<file path="config.mk">
export PLATFORM = sky130hd
export DESIGN_NAME = clock_divider
export DESIGN_NICKNAME = d
export VERILOG_FILES = /design/src/verilog/fabric_pkg.sv /design/src/verilog/clock_divider.sv
export SDC_FILE = /design/constraint.sdc
export NUM_CORES = 1
export LEC_CHECK = 0
export BUFFER_PORTS_ARGS = -buffer_cell sky130_fd_sc_hd__buf_4
export CAP_MARGIN = 10
export CORE_MARGIN = 8
export CORE_UTILIZATION = 35
export DETAILED_ROUTE_END_ITERATION = 10
export PLACE_DENSITY = 0.84
export SYNTH_ARGS = -nofsm -noshare
export SYNTH_HDL_FRONTEND = slang
export SYNTH_SLANG_ARGS = --single-unit
</file>
<file path="constraint.sdc">
create_clock -name core_clock -period 3.3 [get_ports core_clock]
set_input_delay 0.66 -clock core_clock [delete_from_list [all_inputs] [get_ports core_clock]]
set_output_delay 0.66 -clock core_clock [all_outputs]
set_load 0.1 [all_outputs]
</file>
<file path="src/verilog/fabric_pkg.sv">
package fabric_pkg;

    // Bus widths
    localparam int ADDR_W = 16;
    localparam int DATA_W = 16;

    // Scratch RAM geometry
    localparam int RAM_WORDS = 512;
    localparam int RAM_AW    = 9;

    // RAM window bases, both aligned to the window size
    localparam logic [ADDR_W-1:0] RAM_BASE_NORMAL = 16'h7E00;
    localparam logic [ADDR_W-1:0] RAM_BASE_EMBED  = 16'h0000;

    // Register map
    localparam logic [ADDR_W-1:0] CLKDIV_ADDR   = 16'h1001;
    localparam logic [ADDR_W-1:0] GPIO_OUT_ADDR = 16'h1010;
    localparam logic [ADDR_W-1:0] GPIO_DIR_ADDR = 16'h1011;
    localparam logic [ADDR_W-1:0] GPIO_IN_ADDR  = 16'h1012;

    // Peripheral sizes
    localparam int GPIO_N = 8;
    localparam int DIV_W  = 4;

    // APB request, requester to target
    typedef struct packed {
        logic              psel;
        logic              penable;
        logic              pwrite;
        logic [ADDR_W-1:0] paddr;
        logic [DATA_W-1:0] pwdata;
    } apb_req_t;

    // APB response, target to requester
    typedef struct packed {
        logic [DATA_W-1:0] prdata;
        logic              pready;
        logic              pslverr;
    } apb_rsp_t;

    // Decoded target of a transfer
    typedef enum logic [1:0] {
        TGT_NONE,
        TGT_RAM,
        TGT_GPIO,
        TGT_CLKDIV
    } target_e;

endpackage

</file>
<file path="src/verilog/clock_divider.sv">
module clock_divider (
    input  logic                 core_clock,
    input  logic                 core_reset,
    input  fabric_pkg::apb_req_t req_i,
    output fabric_pkg::apb_rsp_t rsp_o,
    output logic                 tick_o
);

    logic                         access;
    logic                         write;
    logic [fabric_pkg::DIV_W-1:0] div_q;
    logic [fabric_pkg::DIV_W-1:0] cnt_q;
    logic                         tick_q;

    assign access = req_i.psel && req_i.penable;
    assign write  = access && req_i.pwrite;

    // Down counter, one tick per d+1 cycles
    always_ff @(posedge core_clock) begin
        if (core_reset) begin
            div_q  <= '0;
            cnt_q  <= '0;
            tick_q <= 1'b0;
        end else if (write) begin
            div_q  <= req_i.pwdata[fabric_pkg::DIV_W-1:0];
            cnt_q  <= req_i.pwdata[fabric_pkg::DIV_W-1:0];
            tick_q <= 1'b0;
        end else if (cnt_q == '0) begin
            cnt_q  <= div_q;
            tick_q <= 1'b1;
        end else begin
            cnt_q  <= cnt_q - 1'b1;
            tick_q <= 1'b0;
        end
    end

    assign rsp_o.prdata  = {{(fabric_pkg::DATA_W - fabric_pkg::DIV_W){1'b0}}, div_q};
    assign rsp_o.pready  = access;
    assign rsp_o.pslverr = 1'b0;

    assign tick_o = tick_q;

endmodule

</file>
## After elaboration in Yosys (flattened, before gate mapping)

Cells that the tools add are included.

| word-level totals | value |
|---|---|
| register bits | 9 |
| bits of input ports | 37 |
| output and inout port bits | 19 |

| operators by class | value |
|---|---|
| add/sub/neg operators | 1 |
| multiplexer cells | 3 |
| reductions and logical operators | 4 |

Operator list:

| operator | count |
|---|---|
| $mux W4 | 2 |
| $logic_not A4 Y1 | 1 |
| $sub A4 B1 Y4 const B | 1 |
| $logic_and A1 B1 Y1 | 2 |
| $reduce_or A2 Y1 | 1 |
| $mux W1 | 1 |

## Longest topological paths before layout

| logic depth | value |
|---|---|
| depth after elaboration | 3 |
| mapped depth | 5 |
| depth with buffers taken out | 5 |

## Least setup slack after synthesis

OpenSTA, ideal clock, no wires.

| timing | value |
|---|---|
| path kind | in2out |
| start point | input port req_i[34] (netlist bit) |
| end point | output port rsp_o[1] (netlist bit) |
| arrival | 1.063 ns |
| required time | 2.640 ns |
| setup slack | 1.577 ns |
| stages on the path | 2 |
| cells stage by stage | and2_1 -> buf_4 |

RTL lines:

| what | RTL line | RTL |
|---|---|---|
| start: declaration | clock_divider.sv:4 | `input fabric_pkg::apb_req_t req_i,` |
| end: declaration | clock_divider.sv:5 | `output fabric_pkg::apb_rsp_t rsp_o,` |

==> reports/qor.txt <==
met2 Use GR - 0.118
Residual DRC - 0
reg-to-reg endpoint - cnt_q[1]
Switching Share - 0.464
Setup violations, final - 0
maximum number of pins on one net before global-route repair - 9
nets - 109
worst skew pair latency - 0.25 ns
min Tclk post-route - 1.84 ns
arrival time worst endpoint - 1.18 ns
RR Startpoint - cnt_q[0]
H-tree depth - 1
kind of critical path - in2out
Seq pwr share - 0.305
GRT busiest layer - met2
Core ar. - 1320 sq um
CTS tree - yes
RSZ-0062 raised after global routing - false
Reg2Reg Depth - 5
Chip Height - 53.9 um
Hold Crit Class - reg2reg
register area share after synthesis - 0.359
clock slew at reported path FFs - 0.06 ns
DR pass1 iterations - 4
Comb power frac - 0.530
Final Power - 0.505 mW
min-delay src - div_q[1]
grt met1 use - 0.0738
first-pass GRT wire length - 1510 um
post-DR vias/cell - 4.47
WL final - 1010 um
worst-margin pin slew - 0.543 ns
Leak - 0.291 nW
Die Wd - 53.9 um
most common cell after layout, fill and taps aside - buf_4
Synth area leader - dfxtp_1
slew margin rel. - 0.637
cell-internal power - 0.270 mW
Final Hold Fails - 0
Antenna diodes - 0
setup TNS - 0 ns
post-synthesis cell area - 502 sq um
fmax - 0.544 GHz
CP Max Fanout - 3
IO Pins - 56
Die Area - 2900 sq um
Final Skew - 0.00308 ns
RD Place Congestion - 0.848
Gate Count Post-Synth - 54
clock root buffer - clkbuf_4
clk sinks - 9
Yosys cell types - 23
port bufs - 14
area grow syn2layout - 18.0%
Post-DP HPWL - 845 um
top cells by area, synth - dfxtp_1 (36%), buf_4 (21%), a22o_1 (8.7%), o2bb2ai_1 (3.5%), or2b_1 (3.0%)
crit path launch type - input port
worst setup margin - 1.46 ns
initial antenna violation count - 0
Detailed Route Iter0 Violations - 4
hold_buf cts - 0
Syn. warnings - 0
status - finished, final reports clean
grt met3 use - 0.0386
Detail Route Antenna Nets - 0
Worst EP required - 2.64 ns
Fill cells - 148
hold depth - 1
Routed WL per cell - 11.9 um
setup bufs post-CTS - 0
gr ovfl total - 0
Place WS - 1.46 ns
clock group share of total power - 0.165
average footprint of a synthesized cell - 9.29 sq um
Vias - 380
Overall Global Routing Usage - 0.0740
vias in the first global route - 373
num rows - 13
layout cells sized above 1 - 0.271
final count of pins violating max slew - 0
FF-to-FF setup slack - 1.71 ns
Core Util, Final - 0.449
Sw Pwr - 0.234 mW
Synth Register Bits - 9
Tcrit/Tclk final - 0.557
Num CTS Buffers - 3
Starting Density - 0.381
Worst IR Drop VDD - 0.000410 V
worst hold endpoint - div_q[1]
share of the synthesized area in the top cell type - 0.359
CTS resizes - 0
crit end category - output pin
CTS Buffer Depth - 2
Worst setup startpoint - req_i[34]
Max-Cap Viols - 0
most frequent cells in the layout - buf_4 (14), conb_1 (13), dfxtp_1 (9)
pwr/cell area - 853 nW/um^2
==> state kept, by name (all words and copies together) (netlist names) <==
name / count
cnt_q: 4
div_q: 4
tick_o: 1
==> metrics by stage <==
step                hold WS (ns)  cell area [sq um]  instances
floorplan                  0.528                547         66
global placement           0.476                566         81
detailed placement         0.481                566         81
CTS                        0.499                592         85
global route               0.522                592         85
finish                     0.502                592         85
==> synth_stat cells <==
master	instances
buf_4	14
dfxtp_1	9
a22o_1	5
inv_1	3
nor2_1	3
o2bb2ai_1	2
or2b_1	2
a21oi_1	1
a31o_2	1
a31oi_1	1
a32o_1	1
a41o_1	1
and2_1	1
conb_1	1
ha_1	1
mux2i_1	1
nand2_1	1
nand2b_1	1
nand3_1	1
o21ai_0	1
o21bai_1	1
or2_0	1
or3b_4	1
==> power by group through the flow <==
stage	Clock (mW)	Sequential, mW	Combinational, mW
floorplan	0	0.200	0.195
global placement	0	0.154	0.264
detailed placement	0	0.156	0.269
CTS	0.0862	0.154	0.269
global route	0.0955	0.158	0.292
finish	0.0833	0.154	0.267
==> logic make-up (layout without fill, tap and decap cells) <==
kind of cell,count (synthesis),in the layout,synth area share
AOI/OAI and AO/OA,14,14,0.227
adders and majority gates,1,1,0.0249
buffers and inverters,17,21,0.232
DFF,9,9,0.359
muxes,1,1,0.0200
other,1,13,0.00747
and+or+nand+nor,11,11,0.130
==> layer usage <==
metal  share of wire  vias up  wire length [um]
li1                -      194                 -
met1            0.42      171               423
met2            0.46       15               461
met3            0.13        0               128
met4               0        0                 0
met5               0        -                 0
==> worst max-delay path: stages <==
cell,delay [ns]
buf_4,0.09
and2_1,0.14
buf_4,0.29
==> layout make-up <==
cell class | count | area, sq um | area share
repair buffers | 14 | 105 | 0.178
well taps | 15 | 18.8 | 0.0317
clock buffers | 4 | 26.3 | 0.0444
inverters | 3 | 11.3 | 0.0190
flip-flops and latches | 9 | 180 | 0.304
multi-input cells | 40 | 250 | 0.423
==> worst max-delay path by stage <==
stage,endpoint
2_1_floorplan,rsp_o[1]
3_3_place_gp,rsp_o[1]
3_5_place_dp,rsp_o[1]
4_1_cts,rsp_o[1]
5_1_grt,rsp_o[1]
6_report,rsp_o[1]
(Power assumes the default switching activity.)
