$ cat src/verilog/fabric_pkg.sv
package fabric_pkg;

    // Bus widths
    localparam int ADDR_W = 16;
    localparam int DATA_W = 16;

    // Scratch RAM geometry
    localparam int RAM_WORDS = 512;
    localparam int RAM_AW    = 9;

    // RAM window bases, both aligned to the window size
    localparam logic [ADDR_W-1:0] RAM_BASE_NORMAL = 16'h7E00;
    localparam logic [ADDR_W-1:0] RAM_BASE_EMBED  = 16'h0000;

    // Register map
    localparam logic [ADDR_W-1:0] CLKDIV_ADDR   = 16'h1001;
    localparam logic [ADDR_W-1:0] GPIO_OUT_ADDR = 16'h1010;
    localparam logic [ADDR_W-1:0] GPIO_DIR_ADDR = 16'h1011;
    localparam logic [ADDR_W-1:0] GPIO_IN_ADDR  = 16'h1012;

    // Peripheral sizes
    localparam int GPIO_N = 8;
    localparam int DIV_W  = 4;

    // APB request, requester to target
    typedef struct packed {
        logic              psel;
        logic              penable;
        logic              pwrite;
        logic [ADDR_W-1:0] paddr;
        logic [DATA_W-1:0] pwdata;
    } apb_req_t;

    // APB response, target to requester
    typedef struct packed {
        logic [DATA_W-1:0] prdata;
        logic              pready;
        logic              pslverr;
    } apb_rsp_t;

    // Decoded target of a transfer
    typedef enum logic [1:0] {
        TGT_NONE,
        TGT_RAM,
        TGT_GPIO,
        TGT_CLKDIV
    } target_e;

endpackage

$ cat src/verilog/gpio_port.sv
module gpio_port (
    input  logic                         core_clock,
    input  logic                         core_reset,
    input  fabric_pkg::apb_req_t         req_i,
    output fabric_pkg::apb_rsp_t         rsp_o,
    input  logic [fabric_pkg::GPIO_N-1:0] gpio_in_i,
    output logic [fabric_pkg::GPIO_N-1:0] gpio_out_o,
    output logic [fabric_pkg::GPIO_N-1:0] gpio_oe_o,
    input  logic                         ext_irq_i,
    output logic                         irq_o
);

    logic                          access;
    logic                          wr_err;
    logic [1:0]                    reg_sel;
    logic [fabric_pkg::GPIO_N-1:0] out_q;
    logic [fabric_pkg::GPIO_N-1:0] dir_q;
    logic [fabric_pkg::GPIO_N-1:0] in_meta_q;
    logic [fabric_pkg::GPIO_N-1:0] in_sync_q;
    logic [1:0]                    irq_sync_q;
    logic [fabric_pkg::GPIO_N-1:0] rdata;

    assign access  = req_i.psel && req_i.penable;
    assign reg_sel = req_i.paddr[1:0];
    // Input register is read only
    assign wr_err  = access && req_i.pwrite && (reg_sel == fabric_pkg::GPIO_IN_ADDR[1:0]);

    always_ff @(posedge core_clock) begin
        if (core_reset) begin
            out_q <= '0;
            dir_q <= '0;
        end else if (access && req_i.pwrite) begin
            if (reg_sel == fabric_pkg::GPIO_OUT_ADDR[1:0]) begin
                out_q <= req_i.pwdata[fabric_pkg::GPIO_N-1:0];
            end
            if (reg_sel == fabric_pkg::GPIO_DIR_ADDR[1:0]) begin
                dir_q <= req_i.pwdata[fabric_pkg::GPIO_N-1:0];
            end
        end
    end

    // Two-flop synchronizers for pins and interrupt
    always_ff @(posedge core_clock) begin
        in_meta_q  <= gpio_in_i;
        in_sync_q  <= in_meta_q;
        irq_sync_q <= {irq_sync_q[0], ext_irq_i};
    end

    always_comb begin
        case (reg_sel)
            fabric_pkg::GPIO_OUT_ADDR[1:0]: rdata = out_q;
            fabric_pkg::GPIO_DIR_ADDR[1:0]: rdata = dir_q;
            fabric_pkg::GPIO_IN_ADDR[1:0]:  rdata = in_sync_q;
            default:                        rdata = '0;
        endcase
    end

    assign rsp_o.prdata  = {{(fabric_pkg::DATA_W - fabric_pkg::GPIO_N){1'b0}}, rdata};
    assign rsp_o.pready  = access;
    assign rsp_o.pslverr = wr_err;

    assign gpio_out_o = out_q;
    assign gpio_oe_o  = dir_q;
    assign irq_o      = irq_sync_q[1];

endmodule

$ cat config.mk
export PLATFORM = sky130hd
export DESIGN_NAME = gpio_port
export DESIGN_NICKNAME = d
export VERILOG_FILES = /design/src/verilog/fabric_pkg.sv /design/src/verilog/gpio_port.sv
export SDC_FILE = /design/constraint.sdc
export NUM_CORES = 1
export LEC_CHECK = 0
export BUFFER_PORTS_ARGS = -buffer_cell sky130_fd_sc_hd__buf_2
export CAP_MARGIN = 15
export CORE_ASPECT_RATIO = 0.75
export CORE_MARGIN = 2
export CORE_UTILIZATION = 40
export CTS_BUF_LIST = sky130_fd_sc_hd__clkbuf_16
export CTS_CLUSTER_DIAMETER = 50
export DETAILED_ROUTE_END_ITERATION = 16
export PLACE_DENSITY = 0.79
export SETUP_SLACK_MARGIN = 0.15
export SKIP_CTS_REPAIR_TIMING = 1
export SYNTH_ARGS = -nofsm -noshare
export SYNTH_HDL_FRONTEND = slang
export SYNTH_SLANG_ARGS = --single-unit
$ cat constraint.sdc
create_clock -name core_clock -period 1.04 [get_ports core_clock]
set_input_delay 0 -clock core_clock [delete_from_list [all_inputs] [get_ports core_clock]]
set_output_delay 0 -clock core_clock [all_outputs]
set_load 0.03 [all_outputs]
======== Word-level counts from Yosys, hierarchy flattened ========
Cells that the tools add are included.
cells by class
  equal/unequal tests ..................... 2
  muxes and demuxes ....................... 1
  reductions and logical operators ........ 6
operator list
  kind                  count
  $pmux W8 S3           1
  $reduce_and A2 Y1     2
  $logic_and A1 B1 Y1   3
  $eq A2 B1 Y1 const B  1
  $eq A2 B2 Y1 const B  1
  $logic_not A2 Y1      1
storage, ports and cells
  bits in registers ....................... 34
  output and inout port bits .............. 35

======== Depth between registers and ports, before layout ========
  depth after elaboration ................. 3
  mapped depth ............................ 4

======== Worst setup path after synthesis ========
No wires, ideal clock.
  path type ............................... reg-to-output
  from .................................... register dir_q (netlist bit gpio_oe_o[0])
  to ...................................... output rsp_o[2] (netlist bit)
  arrival ................................. 1.312 ns
  data required time ...................... 1.040 ns
  path slack .............................. -0.272 ns
  cell stages (with the launch flop) ...... 3
  buffers on the path ..................... 0
  cells stage by stage .................... dfxtp_1 -> mux2i_1 -> o21ai_0
RTL lines
  what                    line             source
  from (decl)             gpio_port.sv:17  logic [fabric_pkg::GPIO_N-1:0] dir_q;
  from (signal assigned)  gpio_port.sv:37  dir_q <= req_i.pwdata[fabric_pkg::GPIO_N-1:0];
  to (decl)               gpio_port.sv:5   output fabric_pkg::apb_rsp_t rsp_o,

==> impl_summary.log <==
INFO  metric combinationalPowerShare = 11.3%
INFO  metric groute.layer.met3.usage = 5.90%
INFO  metric grt_setup_unrepaired = true
INFO  metric r2r_slack = 420 ps
INFO  metric post_detailed_placement_half_perimeter_wirelength = 2220 um
INFO  metric drt_wl_total = 2950 um
INFO  metric seq_area = 702 um^2
INFO  metric initial_utilization = 43.3%
INFO  metric drc_errors = 0
INFO  metric die_x = 70.0 um
INFO  metric sw_share = 22.4%
INFO  metric cts_tree = yes
INFO  metric worst_path_dominant_cell_family = flip-flops
INFO  metric crit_fanout = 3
INFO  metric fmaxAchievable = 1.01 GHz
INFO  metric synth_cell_type_count = 17
INFO  metric grt_use_total = 17.2%
INFO  metric worst_ep_arrival_time = 990 ps
INFO  metric grt_max_degree = 25
INFO  metric rows = 17
INFO  metric setup_viol = 0
INFO  metric numCtsBuffers = 5
INFO  metric worst-path-stages = 3
INFO  metric dieArea = 3750 um^2
INFO  metric synthesis.yosys.warnings = 0
INFO  metric worst_hold_path_cells = 3
INFO  metric routedWlPerCell = 13.1 um
INFO  metric drt-pass1-iter-count = 4
INFO  metric num_vias = 1052
INFO  metric synth_seq_cells = 34
INFO  metric startpoint_type = register
INFO  metric grtUsageMet2 = 31.1%
INFO  metric worstPathRequired = 1040 ps
INFO  metric run_status = complete, no violations
INFO  metric power_leakage = 0.000933 uW
INFO  metric gr-usage-met1 = 18.2%
INFO  metric pins_over_slew_limit = 0
INFO  metric hold_violations = 0
INFO  metric critical_path.n_buffers_inverters = 1
INFO  metric clk_transition_reported_paths = 50 ps
INFO  metric power_frac_clock = 43.9%
INFO  metric vias_per_cell = 4.68
INFO  metric cts_buffer_depth = 2
INFO  metric fin_crit = 993 ps
INFO  metric seq_area_frac_synth = 52.1%
INFO  metric htree_levels = 2
INFO  metric internal_power = 2360 uW
INFO  metric final_net_count = 232
INFO  metric finalWeightedCongestion = 0.819
INFO  metric synth.cell_area = 1310 um^2
INFO  metric most_frequent_standard_cell_in_the_layout_excluding_fill_and_tap_cells = sky130_fd_sc_hd__buf_2
INFO  metric timing.critical_path.cells = mux2i_1 -> o21ai_2 -> buf_6
INFO  metric antenna_found_initial = 0
INFO  metric n_fill_cell = 254
INFO  metric reg2regPathDepth = 2
INFO  metric max-vdd-ir-drop = 0.00114 V
INFO  metric cts_sinks = 34
INFO  metric global_route.overflow_total = 0
INFO  metric max_stage_delay = 320 ps
INFO  metric coreArea = 3020 um^2
INFO  metric syn_inst = 121
INFO  metric vias_in_the_first_global_route = 1064
INFO  metric net-switching-power = 683 uW
INFO  metric crit_end_element = primary output
INFO  metric die_h = 53.5 um
INFO  metric final.setup_skew = 1.81 ps
INFO  metric fin_setup_tns = 0 ps
INFO  metric clkLatencyLatePin = 270 ps
INFO  metric global_route_wire_length_before_repair = 4710 um
INFO  metric dr.first_iter.drc_count = 19
INFO  metric layoutNonFillerInstCount = 225
INFO  metric power_frac_seq = 44.9%
INFO  metric post_synth.cell_area_avg = 10.8 um^2
INFO  metric post-route-period-util = 95.5%
INFO  metric number_of_max_cap_violations = 0
INFO  metric most_frequent_cells_in_the_layout = 42 x sky130_fd_sc_hd__buf_2, 24 x sky130_fd_sc_hd__nand2b_1, 22 x sky130_fd_sc_hd__mux2i_1, 19 x sky130_fd_sc_hd__dfxtp_1, 14 x sky130_fd_sc_hd__dfxtp_2
INFO  metric hold_path_class = input port to register
INFO  metric syn_to_final_growth = 48.6%
INFO  metric area_occupied_by_multi_input_gates = 593 um^2
INFO  metric cts-root-buf = sky130_fd_sc_hd__clkbuf_16
INFO  metric critPathSlowestCell = sky130_fd_sc_hd__dfxtp_2
INFO  metric boundaryPins = 81
INFO  metric ant_nets = 0
INFO  metric crit_type = register to primary output
INFO  metric port_buffers = 50
INFO  metric power_density_normalized_to_cell_area = 1570 nW/um^2
INFO  metric post_route_cells_drive_above_1_share = 49.2%
INFO  metric numPlacedInstances = 208
INFO  metric global_route_layer_with_the_greatest_usage = met2
INFO  metric num_antenna_cells = 0
## power groups by stage
stage | Sequential [uW] | Combinational, uW | Clock, uW
floorplan | 1410 | 199 | 0
global placement | 1390 | 284 | 0
detailed placement | 1390 | 296 | 0
CTS | 1370 | 296 | 1380
global route | 1370 | 370 | 1450
finish | 1370 | 343 | 1340
## through the flow
stage	hold slack, ps	worst slack, ps	area, um^2	util (%)	total power [uW]
after floorplan	27.7	84.7	1360	-	1610
after global placement	102	76.2	1630	53.9	1670
after detailed placement	104	43.5	1630	53.9	1690
after CTS	-181	-23.1	1770	58.5	3040
after global routing	31.5	-7.22	1940	64.3	3190
final	4.48	47.2	1940	64.3	3040
## worst paths after layout
kind                  endpoint         start
setup / recovery      rsp_o[9]  gpio_oe_o[7]
hold / removal    gpio_oe_o[6]      req_i[6]
setup reg to reg  gpio_oe_o[3]  gpio_oe_o[3]
hold reg to reg   in_sync_q[4]  in_meta_q[4]
## Yosys cell counts, drive strengths merged
master  number  area [um^2]
nand2        8         30.0
conb         1         3.75
nor3         1         16.3
mux2i       24          240
nand2b      24          150
nor2b        1         6.26
clkbuf       3         11.3
nor3b        1         7.51
and2         1         7.51
or3b         1         8.76
dfxtp       34          681
o21ai        8         40.0
nand3        1         10.0
buf         13         95.1
## logic make-up after synthesis
kind of cell    after synthesis  share of synthesized area [%]
other cells                   1                          0.287
compound gates                8                           3.06
mux                          24                           18.4
buf+inv                      16                           8.13
flops                        34                           52.1
simple gates                 38                           18.1
## final cells by class
| type | count | share of cell area [%] |
|---|---|---|
| sequential | 34 | 36.1 |
| multi-input combinational | 78 | 30.5 |
| timing repair buffer | 67 | 23.8 |
| clock buffer | 5 | 6.44 |
| tap | 38 | 2.45 |
| clock inverter | 3 | 0.644 |
## state kept, by name (all words and copies together), names as in the netlist
| signal | flops |
|---|---|
| gpio_oe_o | 8 |
| gpio_out_o | 8 |
| in_meta_q | 8 |
| in_sync_q | 8 |
| irq_sync_q | 2 |
## layer usage
metal,part of all wire [%],vias to the layer above
met5,0,-
met4,2.0,0
met3,6.7,5
met2,54,38
met1,38,496
li1,-,513
## tightest hold or removal path, cell delays in order
cell and delay (ps):
sky130_fd_sc_hd__buf_2 90, sky130_fd_sc_hd__nand2b_1 70, sky130_fd_sc_hd__mux2i_1 60
No activity file was read; power rests on OpenSTA's default activity.
