--- src/verilog/fabric_pkg.sv ---
package fabric_pkg;

    // Bus widths
    localparam int ADDR_W = 16;
    localparam int DATA_W = 16;

    // Scratch RAM geometry
    localparam int RAM_WORDS = 512;
    localparam int RAM_AW    = 9;

    // RAM window bases, both aligned to the window size
    localparam logic [ADDR_W-1:0] RAM_BASE_NORMAL = 16'h7E00;
    localparam logic [ADDR_W-1:0] RAM_BASE_EMBED  = 16'h0000;

    // Register map
    localparam logic [ADDR_W-1:0] CLKDIV_ADDR   = 16'h1001;
    localparam logic [ADDR_W-1:0] GPIO_OUT_ADDR = 16'h1010;
    localparam logic [ADDR_W-1:0] GPIO_DIR_ADDR = 16'h1011;
    localparam logic [ADDR_W-1:0] GPIO_IN_ADDR  = 16'h1012;

    // Peripheral sizes
    localparam int GPIO_N = 8;
    localparam int DIV_W  = 4;

    // APB request, requester to target
    typedef struct packed {
        logic              psel;
        logic              penable;
        logic              pwrite;
        logic [ADDR_W-1:0] paddr;
        logic [DATA_W-1:0] pwdata;
    } apb_req_t;

    // APB response, target to requester
    typedef struct packed {
        logic [DATA_W-1:0] prdata;
        logic              pready;
        logic              pslverr;
    } apb_rsp_t;

    // Decoded target of a transfer
    typedef enum logic [1:0] {
        TGT_NONE,
        TGT_RAM,
        TGT_GPIO,
        TGT_CLKDIV
    } target_e;

endpackage

--- src/verilog/addr_decoder.sv ---
module addr_decoder (
    input  logic                 core_clock,
    input  logic                 core_reset,
    input  logic                 embed_mode_i,
    input  fabric_pkg::apb_req_t bus_req_i,
    output fabric_pkg::apb_rsp_t bus_rsp_o,
    output fabric_pkg::apb_req_t ram_req_o,
    input  fabric_pkg::apb_rsp_t ram_rsp_i,
    output fabric_pkg::apb_req_t gpio_req_o,
    input  fabric_pkg::apb_rsp_t gpio_rsp_i,
    output fabric_pkg::apb_req_t div_req_o,
    input  fabric_pkg::apb_rsp_t div_rsp_i
);

    logic [fabric_pkg::ADDR_W-1:0] ram_base;
    logic [fabric_pkg::ADDR_W-1:0] addr;
    logic                          in_ram;
    fabric_pkg::target_e           tgt_d;
    fabric_pkg::target_e           tgt_q;
    fabric_pkg::target_e           tgt;

    assign addr     = bus_req_i.paddr;
    assign ram_base = embed_mode_i ? fabric_pkg::RAM_BASE_EMBED : fabric_pkg::RAM_BASE_NORMAL;

    // Window is size aligned, so only the upper bits are compared
    assign in_ram = addr[fabric_pkg::ADDR_W-1:fabric_pkg::RAM_AW]
                    == ram_base[fabric_pkg::ADDR_W-1:fabric_pkg::RAM_AW];

    always_comb begin
        if (in_ram) begin
            tgt_d = fabric_pkg::TGT_RAM;
        end else if (addr == fabric_pkg::CLKDIV_ADDR) begin
            tgt_d = fabric_pkg::TGT_CLKDIV;
        end else if (addr == fabric_pkg::GPIO_OUT_ADDR || addr == fabric_pkg::GPIO_DIR_ADDR
                     || addr == fabric_pkg::GPIO_IN_ADDR) begin
            tgt_d = fabric_pkg::TGT_GPIO;
        end else begin
            tgt_d = fabric_pkg::TGT_NONE;
        end
    end

    // Target captured at setup holds through the access phase
    always_ff @(posedge core_clock) begin
        if (core_reset) begin
            tgt_q <= fabric_pkg::TGT_NONE;
        end else if (bus_req_i.psel && !bus_req_i.penable) begin
            tgt_q <= tgt_d;
        end
    end

    assign tgt = bus_req_i.penable ? tgt_q : tgt_d;

    always_comb begin
        ram_req_o       = bus_req_i;
        gpio_req_o      = bus_req_i;
        div_req_o       = bus_req_i;
        ram_req_o.psel  = bus_req_i.psel && (tgt == fabric_pkg::TGT_RAM);
        gpio_req_o.psel = bus_req_i.psel && (tgt == fabric_pkg::TGT_GPIO);
        div_req_o.psel  = bus_req_i.psel && (tgt == fabric_pkg::TGT_CLKDIV);
    end

    always_comb begin
        bus_rsp_o = '0;
        if (bus_req_i.psel) begin
            case (tgt)
                fabric_pkg::TGT_RAM:    bus_rsp_o = ram_rsp_i;
                fabric_pkg::TGT_GPIO:   bus_rsp_o = gpio_rsp_i;
                fabric_pkg::TGT_CLKDIV: bus_rsp_o = div_rsp_i;
                default: begin
                    // Unclaimed address ends in its first access cycle
                    bus_rsp_o.pready  = bus_req_i.penable;
                    bus_rsp_o.pslverr = bus_req_i.penable;
                end
            endcase
        end
    end

endmodule

--- config.mk ---
export PLATFORM = sky130hd
export DESIGN_NAME = addr_decoder
export DESIGN_NICKNAME = d
export VERILOG_FILES = /design/src/verilog/fabric_pkg.sv /design/src/verilog/addr_decoder.sv
export SDC_FILE = /design/constraint.sdc
export NUM_CORES = 1
export LEC_CHECK = 0
export BUFFER_PORTS_ARGS = -buffer_cell sky130_fd_sc_hd__buf_2
export CAP_MARGIN = 20
export CORE_AREA = 2 2 83 85
export CTS_CLUSTER_DIAMETER = 200
export DETAILED_ROUTE_END_ITERATION = 16
export DIE_AREA = 0 0 85 87
export SKIP_CTS_REPAIR_TIMING = 1
export SLEW_MARGIN = 0
export SYNTH_ARGS = -nofsm -noshare
export SYNTH_HDL_FRONTEND = slang
export SYNTH_SLANG_ARGS = --single-unit
--- constraint.sdc ---
create_clock -name core_clock -period 2.2 [get_ports core_clock]
set_input_delay 0.22 -clock core_clock [delete_from_list [all_inputs] [get_ports core_clock]]
set_output_delay 0.22 -clock core_clock [all_outputs]
set_load 0.01 [all_outputs]
# ---- After elaboration in Yosys (flattened, before gate mapping)
# Cells that the tools add are included.
dict set report classes {
  magnitude_cmp 0
  n_div 0
  reduce_logical 7
  n_mux 8
  bitwise 0
  addsub 0
  n_mul 0
  n_shift 0
  eq_ne 8
}
# operator count
set op_table {}
lappend op_table {{16-bit by 13-bit equality test with 1-bit output, second input constant} 4}
lappend op_table {{16-bit case mux with 3 select lines} 1}
lappend op_table {{18-bit 2-to-1 mux} 1}
lappend op_table {{15-bit 2-to-1 mux} 1}
lappend op_table {{2-bit 2-to-1 mux} 4}
lappend op_table {{7-bit by 6-bit equality test with 1-bit output} 1}
lappend op_table {{2-bit case mux with 3 select lines} 1}
lappend op_table {{2-bit equality test, second input constant} 2}
lappend op_table {{1-bit logical AND} 4}
lappend op_table {{2-bit by 1-bit equality test with 1-bit output, second input constant} 1}
lappend op_table {{1-bit logical OR} 2}
lappend op_table {{1-bit logical NOT} 1}
dict set report totals {
  latch_bits 0
  mem_count 0
  ramBits 0
  mem_bits_ro 0
  ff_bits 2
  out_inout_bits 123
}

# ---- Logic depth before layout (Yosys ltp)
# Gate-level depths: netlist of the first run.
dict set report depth {
  word_depth 10
  mapped_depth 6
}

# ---- Least setup slack after synthesis of the first run
# OpenSTA, ideal clock, no wires.
dict set report synth_timing {
  kind {in2out}
  startpoint {input bus_req_i[21] (netlist name)}
  endpoint {output bus_rsp_o[10] (netlist name)}
  cell_stages 6
  path_buffers 1
  path_slack_ps 328
  arrival_time_ps 1652
  cell_sequence {nor4_1 -> nand4_1 -> a32oi_2 -> nor3b_4 -> buf_6 -> o2bb2ai_2}
}
# item line_no
set synth_lines {}
lappend synth_lines {{start: declaration} addr_decoder.sv:5} ;# input fabric_pkg::apb_req_t bus_req_i,
lappend synth_lines {{end: declaration} addr_decoder.sv:6} ;# output fabric_pkg::apb_rsp_t bus_rsp_o,

==> results.toml, run 1 <==
[placed_design]
port-buffer-count = 146
placement.cell_area_um2 = 1659
place_inst = 315
globalplace.congestion = 0.6803
dp_hpwl_um = 3723

[timing]
rsz0062_at_grt = "yes"
final.period_utilization = 0.9997
worst_hold_check_slack_ns = 0.1925
clock.fmax_mhz = 454.7
min_period_ns = 2.199
clock_skew_ns = 0
finalHoldViolations = 0
slew-limit-headroom = 0.6782
setup_viol = 0
worst_slew_pin_slew_ns = 0.4786
drv_slew = 0
fin_setup_tns_ns = 0

[power_and_ir_drop]
clock_power_share = 0.278
cellLeakagePower_nw = 1.011
combPwrFrac = 0.649
power_switching_mw = 0.1858
cellPowerDensity_nw_per_um2 = 262.4
power.share.switching = 0.3578
flop_pwr_share = 0.073
worst_ir_drop_vdd_mv = 0.1043
intPower_mw = 0.3336

[global_route]
global_route.overflow_total = 0
number_of_global_route_vias_before_repair = 1154
first_pass_grt_wire_length_um = 5920
track_usage = 0.1028
grt_max_degree = 18
antenna_found_initial = 1

[detailed_routing]
finalWirelength_um = 4659
wire_per_inst_um = 14.34
ant_nets = 0
drtPass1Iterations = 4
routed-wl-met3_um = 579
post-route-drc-count = 0
wl_met2_um = 2423
vias_per_cell = 4.289
route.top_layer_used = "met4"
wl_met1_um = 1482
num_vias = 1394
drt_iter0_markers = 30

[synthesis]
synth_cell_type_count = 30
ys_ff_latch = 2
cell_taking_the_most_area_after_synthesis = "buf_4"
synthesis.area_um2 = 1499
syn_avg_cell_area_um2 = 8.191
synth.top_cells.by_count = "buf_4 (102), mux2i_1 (19), o2bb2ai_2 (9), o2bb2ai_1 (7), nor2_1 (6)"
synth_flop_cell = "dfxtp_1"
yosysWarnings = 0
netlist_instances = 183
synth_sequential_area_ratio = 0.02671
synthArstFlopShare = 0
number_of_enable_type_register_cells_in_the_synthesized_netlist = 0
synthDominantCellAreaShare = 0.5109
synth_fp_nets = 275
cell_with_the_most_instances_after_synthesis = "buf_4"
synth.top_cells.by_area = "buf_4 (51%), mux2i_1 (13%), o2bb2ai_2 (9.0%)"

[floorplanning]
fp-row-count = 30
placeableCoreArea_um2 = 6569
io_pins = 215
die_y_um = 87
die_area_um2 = 7395
floorplan.initialDensity = 0.2282
chipWidth_um = 85

[worst_setup_path]
crit_required_ns = 1.98
crit_path_end_kind = "output port"
path_max_fanout = 11
kind_of_start_point_of_the_critical_path = "primary input"
worst-endpoint-arrival_ns = 1.98
crit_type = "primary input to output port"

[layout]
drive_gt1_frac = 0.8000
layoutNonFillerInstCount = 325
area_growth_pct = 32.05
design.final.nets = 339
num_antenna_cells = 0
final_cell_area_um2 = 1979
layout.filler_cells = 692
largest_register = "tgt_q"
biggestRegsByFlops = "tgt_q: 2 flops"
largest_reg_flops = 2

[clock_tree]
cts.sinks = 2
cts_buffer_depth = 2
cts.reportedPaths.clkPinSlew_ns = 0.03
tritoncts = "built"
clk_latency_ns = 0.21
cts_inserted_buffers = 3
htree_levels = 1
cts-root-buf = "clkbuf_8"

[job]
cap_violations = 0

[min_path]
holdCritPathClass = "primary input to flip-flop"

[outcome]
status = "complete, no violations"
[through the flow]
stage,util,total power [mW],setup WS [ns]
3_5_place_dp,0.2526,0.3182,-0.03666
4_1_cts,0.2589,0.4670,-0.06796
2_1_floorplan,-,0.3131,0.3280
6_report,0.3013,0.5194,0.0006797
3_3_place_gp,0.2526,0.3155,-0.03472
5_1_grt,0.3013,0.5557,-0.07388
[cells by family after synthesis]
family / Yosys count / share of synthesized area
and+or+nand+nor: 25 / 0.1085
DFF: 2 / 0.02671
muxes: 19 / 0.1269
buffers and inverters: 111 / 0.5451
AOI/OAI and AO/OA: 26 / 0.1928
[cells in the final DEF, fill, tap and decap left out, drive strengths merged, types with 4 or more instances in the layout]
cell / instances
nor2: 6
mux2i: 19
buf: 163
o2bb2ai: 16
clkbuf: 5
nand2: 4
inv: 5
[power by group through the flow]
stage / registers, mW / clock network (mW) / logic (mW)
floorplan: 0.0384 / 0 / 0.275
global placement: 0.0385 / 0 / 0.277
detailed placement: 0.0385 / 0 / 0.280
CTS: 0.0381 / 0.148 / 0.281
global route: 0.0382 / 0.154 / 0.363
finish: 0.0381 / 0.144 / 0.337
[area by class of cell]
class                      instances  area (um^2)  area share
sequential                         2        40.04     0.02023
timing repair buffer             165         1018      0.5145
inverter                           5        18.77    0.009482
tap                               80        100.1     0.05057
multi-input combinational         70        760.7      0.3843
clock buffer                       3        41.29     0.02086
[path summary, 6_finish.rpt]
check | start | to | slack, ns | depth (start not counted)
max | bus_req_i[24] | bus_rsp_o[10] | 0.0007 | 10
min | core_reset | tgt_q[0] | 0.19 | 2
max reg2reg | tgt_q[1] | tgt_q[1] | 1.57 | 2
min reg2reg | tgt_q[1] | tgt_q[1] | 0.50 | 2
[layer usage]
metal | vias up | track usage
met5 | - | 0
met4 | 0 | 0.04906
met3 | 28 | 0.05498
met2 | 102 | 0.1761
met1 | 602 | 0.1024
li1 | 662 | -
[worst max-delay path: stages]
cell	delay, ns
buf_8	0.10
nor4_4	0.27
buf_4	0.15
nand4_1	0.13
a32oi_2	0.27
buf_4	0.18
buf_8	0.18
mux2i_4	0.28
o2bb2ai_4	0.08
buf_6	0.12
Power figures use the tool's default switching activity.
==> run 2: changes to the inputs <==
--- a/config.mk
+++ b/config.mk
@@ -7,10 +7,10 @@
 export LEC_CHECK = 0
 export BUFFER_PORTS_ARGS = -buffer_cell sky130_fd_sc_hd__buf_2
 export CAP_MARGIN = 20
-export CORE_AREA = 2 2 83 85
+export CORE_AREA = 2 2 84 86
 export CTS_CLUSTER_DIAMETER = 200
 export DETAILED_ROUTE_END_ITERATION = 16
-export DIE_AREA = 0 0 85 87
+export DIE_AREA = 0 0 86 88
 export SKIP_CTS_REPAIR_TIMING = 1
 export SLEW_MARGIN = 0
 export SYNTH_ARGS = -nofsm -noshare
==> run 2 against run 1 <==
  * Sequential share of layout area is 0.31 points higher
  * Hold slack better by 0.0021 ns
  * Critical path type unchanged
  * Via count is 4.6% lower
  * Die area is 2.3% higher
  * Combinational power is 18% lower
  * Highest routed layer unchanged
  * Clock power hardly changed
  * Maximum frequency is 2.6% higher
  * Non-clock buffer count is 10 lower
  * First-iteration DRC count is 20% higher
  * Clock skew stayed put
==> results.toml, run 2 (synthesized netlist as in run 1, its figures left out) <==
[outcome]
status = "complete, no violations"

[timing]
drv_slew = 0
fin_setup_tns_ns = 0
finalHoldViolations = 0
setup_viol = 0
rsz0062_at_grt = "yes"
slew-limit-headroom = 0.7375
worst_slew_pin_slew_ns = 0.3904
clock.fmax_mhz = 466.5
final.period_utilization = 0.9745
worst_hold_check_slack_ns = 0.1946
min_period_ns = 2.144
clock_skew_ns = 0

[layout]
drive_gt1_frac = 0.7489
largest_reg_flops = 2
layoutNonFillerInstCount = 315
biggestRegsByFlops = "tgt_q: 2 flops"
postLayoutCoreUtil = 0.2580
area_growth_pct = 14.36
layout.filler_cells = 730
mostFrequentLayoutCells = "buf_2 (145), mux2i_1 (19), o2bb2ai_2 (11)"
design.final.nets = 329
commonest_non_fill_non_tap_cell_in_the_layout = "buf_2"
final_cell_area_um2 = 1714
num_antenna_cells = 0
largest_register = "tgt_q"

[worst_setup_path]
crit_path_end_kind = "output port"
crit_type = "primary input to output port"
worst_path_max_delay_cell = "a32oi_2"
kind_of_start_point_of_the_critical_path = "primary input"
slowest_delay_ns = 0.28
regToRegEndpoint = "tgt_q[0]"
path_max_fanout = 21
timing.critical_path.from = "bus_req_i[21]"
worst-endpoint-arrival_ns = 1.92
regToRegSetupSlack_ns = 1.58
critical_path_most_common_cell = "buf_2"
critical_path.cell_chain = "buf_2 -> nor4_2 -> buf_4 -> nand4_1 -> a32oi_2 -> buf_12 -> mux2i_1 -> a221oi_1 -> buf_2"
regToRegStartpoint = "tgt_q[0]"
timing.reg2reg.worst_path_depth = 2
crit_required_ns = 1.98

[placed_design]
globalplace.congestion = 0.7052
place_inst = 312
placement.cell_area_um2 = 1637
dp_hpwl_um = 3339
port-buffer-count = 146

[min_path]
holdCritPathClass = "primary input to flip-flop"
whs_endpoint = "tgt_q[0]"
worstHoldPathCells = 2
hold_start = "core_reset"

[job]
cap_violations = 0

[global_route]
global_route.overflow_total = 0
first_pass_grt_wire_length_um = 5402
grt_max_degree = 22
track_usage = 0.09027
antenna_found_initial = 0
number_of_global_route_vias_before_repair = 1186

[detailed_routing]
vias_per_cell = 4.222
wl_met1_um = 1275
drtPass1Iterations = 4
routed-wl-met3_um = 408
wire_per_inst_um = 12.40
route.top_layer_used = "met4"
post-route-drc-count = 0
finalWirelength_um = 3905
wl_met2_um = 2081
drt_iter0_markers = 36
num_vias = 1330
ant_nets = 0

[floorplanning]
die_area_um2 = 7568
floorplan.initialDensity = 0.2256
die_y_um = 88
fp-row-count = 30
placeableCoreArea_um2 = 6644
chipWidth_um = 86
io_pins = 215

[clock_tree]
cts.sinks = 2
cts.reportedPaths.clkPinSlew_ns = 0.03
cts_buffer_depth = 2
htree_levels = 1
cts_inserted_buffers = 3
clk_latency_ns = 0.21
cts-root-buf = "clkbuf_8"
tritoncts = "built"

[power_and_ir_drop]
cellLeakagePower_nw = 0.9194
cellPowerDensity_nw_per_um2 = 265.6
worst_ir_drop_vdd_mv = 0.09762
run 2: area by class of cell:
type,instances,area [um^2],share of cell area
sequential,2,40.04,0.02336
multi-input combinational,70,675.6,0.3942
inverter,5,18.77,0.01095
clock buffer,3,41.29,0.02409
timing repair buffer,155,838.3,0.4891
tap,80,100.1,0.05839
run 2: through the flow:
stage	power, mW	setup slack [ns]
floorplan	0.3131	0.3280
CTS	0.4589	-0.1760
detailed placement	0.3117	-0.1583
finish	0.4554	0.05620
global placement	0.3090	-0.1445
global route	0.4885	-0.05628
run 2: worst max-delay path, delay by kind of cell:
kind	cells	cell delay [ns]
AND/OR/NAND/NOR	2	0.38
buffers and inverters	4	0.69
AO/OA/AOI/OAI	2	0.54
multiplexers	1	0.09
run 2: per-layer routing:
metal | GRT usage | vias to the layer above
met5 | 0 | -
met4 | 0.04473 | 0
met3 | 0.02733 | 19
met2 | 0.1748 | 80
met1 | 0.08599 | 592
li1 | - | 639
run 2: worst max path at each step:
stage | slack (ns) | endpoint | depth (start not counted)
floorplan | 0.33 | bus_rsp_o[10] | 6
global placement | -0.14 | bus_rsp_o[0] | 8
detailed placement | -0.16 | bus_rsp_o[0] | 8
CTS | -0.18 | bus_rsp_o[0] | 8
global route | -0.06 | bus_rsp_o[1] | 9
finish | 0.06 | bus_rsp_o[0] | 9
run 2: power by group:
part | leakage (nW) | internal [mW] | switching (mW)
combinational | 0.882 | 0.138 | 0.137
sequential | 0.0163 | 0.0376 | 0.000472
clock | 0.0216 | 0.115 | 0.0263
==> run 3: changes to the inputs <==
--- a/config.mk
+++ b/config.mk
@@ -8,9 +8,9 @@
 export BUFFER_PORTS_ARGS = -buffer_cell sky130_fd_sc_hd__buf_2
 export CAP_MARGIN = 20
 export CORE_AREA = 2 2 84 86
-export CTS_CLUSTER_DIAMETER = 200
 export DETAILED_ROUTE_END_ITERATION = 16
 export DIE_AREA = 0 0 86 88
+export PLACE_DENSITY = 0.71
 export SKIP_CTS_REPAIR_TIMING = 1
 export SLEW_MARGIN = 0
 export SYNTH_ARGS = -nofsm -noshare
==> run 3 against run 2 <==
  * The run now ends with setup timing left
  * Non-clock buffer count increased by 8
  * Hold slack got worse by 0.017 ns
  * Sequential power about the same
  * Flip-flop and latch count unchanged
==> results.toml, run 3 (synthesized netlist as in run 1, its figures left out) <==
[worst_setup_path]
regToRegStartpoint = "tgt_q[0]"
critical_path.cell_chain = "buf_6 -> nor4_4 -> buf_4 -> nand4_1 -> a32oi_2 -> nor3b_4 -> clkbuf_16 -> o2bb2ai_2 -> buf_2"
path_max_fanout = 8
slowest_delay_ns = 0.42
timing.reg2reg.worst_path_depth = 2
kind_of_start_point_of_the_critical_path = "primary input"
crit_required_ns = 1.98
worst-endpoint-arrival_ns = 2.01
crit_path_end_kind = "output port"
worst_path_max_delay_cell = "nor3b_4"
regToRegEndpoint = "tgt_q[0]"
regToRegSetupSlack_ns = 1.57
crit_type = "primary input to output port"

[detailed_routing]
finalWirelength_um = 4875
num_vias = 1395
wire_per_inst_um = 15.09
vias_per_cell = 4.319
drt_iter0_markers = 22
ant_nets = 0
post-route-drc-count = 0
drtPass1Iterations = 2

[global_route]
grt.met3_usage = 0.03487
antenna_found_initial = 0
use_met1 = 0.1045
first_pass_grt_wire_length_um = 6106
globalRouteMet2Util = 0.1973
global_route.overflow_total = 0
top_usage_layer = "met2"
number_of_global_route_vias_before_repair = 1192
track_usage = 0.1057
grt_max_degree = 18

[layout]
commonest_non_fill_non_tap_cell_in_the_layout = "buf_2"
layout.filler_cells = 704
postLayoutCoreUtil = 0.3028
drive_gt1_frac = 0.7942
final_cell_area_um2 = 2012
design.final.nets = 337
largest_reg_flops = 2
num_antenna_cells = 0
area_growth_pct = 34.22
largest_register = "tgt_q"
mostFrequentLayoutCells = "buf_2 (136), mux2i_1 (15), buf_6 (12)"
biggestRegsByFlops = "tgt_q: 2 flops"

[timing]
worst_hold_check_slack_ns = 0.1777
finalHoldViolations = 0
drv_slew = 0
finalWorstSetupSlack_ns = -0.03288
min_period_ns = 2.233
final.period_utilization = 1.015
clock.fmax_mhz = 447.9
rsz0062_at_grt = "yes"
setup_viol = 11
clock_skew_ns = 0
worst_slew_pin_slew_ns = 0.4005
slew-limit-headroom = 0.7327

[placed_design]
port-buffer-count = 146
dp_hpwl_um = 3886
placement.cell_area_um2 = 1654
globalplace.congestion = 0.6760

[floorplanning]
placeableCoreArea_um2 = 6644
die_y_um = 88
floorplan.initialDensity = 0.2256
die_area_um2 = 7568
fp-row-count = 30
chipWidth_um = 86
io_pins = 215

[job]
cap_violations = 0

[clock_tree]
cts_inserted_buffers = 3
cts-root-buf = "clkbuf_8"
tritoncts = "built"
cts_buffer_depth = 2
cts.sinks = 2
htree_levels = 1
clk_latency_ns = 0.22
cts.reportedPaths.clkPinSlew_ns = 0.03

[min_path]
whs_endpoint = "tgt_q[0]"
hold_start = "core_reset"
holdCritPathClass = "primary input to flip-flop"
worstHoldPathCells = 2

[power_and_ir_drop]
cellLeakagePower_nw = 1.012
cellPowerDensity_nw_per_um2 = 258.8
worst_ir_drop_vdd_mv = 0.1090
p_total_mw = 0.5208

[outcome]
status = "finished with violations"
failed_checks = "setup timing"
-- run 3: changes by cell type in the layout (fill, tap and decap cells not counted), sizes merged --
cell	before	now
buf	155	161
clkbuf	3	5
-- run 3: layer usage --
metal	wire length, um	vias to the layer above
met5	0	-
met4	167	0
met3	504	22
met2	2630	101
met1	1572	614
li1	-	658
-- run 3: how the worst max path moves through the flow --
stage / startpoint / to / slack [ns]
6_report: bus_req_i[24] / bus_rsp_o[9] / -0.03
5_1_grt: bus_req_i[24] / bus_rsp_o[4] / -0.15
4_1_cts: bus_req_i[21] / bus_rsp_o[13] / 0.008
3_5_place_dp: bus_req_i[21] / bus_rsp_o[13] / 0.03
3_3_place_gp: bus_req_i[31] / bus_rsp_o[13] / 0.04
2_1_floorplan: bus_req_i[21] / bus_rsp_o[10] / 0.33
-- run 3: through the flow --
step                      worst slack [ns]  cells  setup TNS (ns)
after floorplan                     0.3280    183               0
after global placement             0.03735    316               0
after detailed placement           0.03299    316               0
after CTS                         0.007716    319               0
after global routing               -0.1484    323          -1.974
final                             -0.03288    323         -0.2248
-- run 3: final cells by class --
| type | instances | area [um^2] | area share |
|---|---|---|---|
| repair buffers | 163 | 996.0 | 0.4950 |
| multi-input cells | 70 | 815.8 | 0.4055 |
| well taps | 80 | 100.1 | 0.04975 |
| clock buffers | 3 | 41.29 | 0.02052 |
| flip-flops and latches | 2 | 40.04 | 0.01990 |
| inverters | 5 | 18.77 | 0.009328 |
-- run 3: critical path: cells and delay by family --
| kind | cells | cell delay, ns |
|---|---|---|
| compound gates | 2 | 0.35 |
| buf+inv | 4 | 0.64 |
| simple gates | 3 | 0.79 |
-- run 3: power by group --
group | internal (mW) | switching (mW) | leakage [nW]
registers | 0.0376 | 0.000462 | 0.0163
logic | 0.173 | 0.163 | 0.975
clock network | 0.116 | 0.0315 | 0.0216
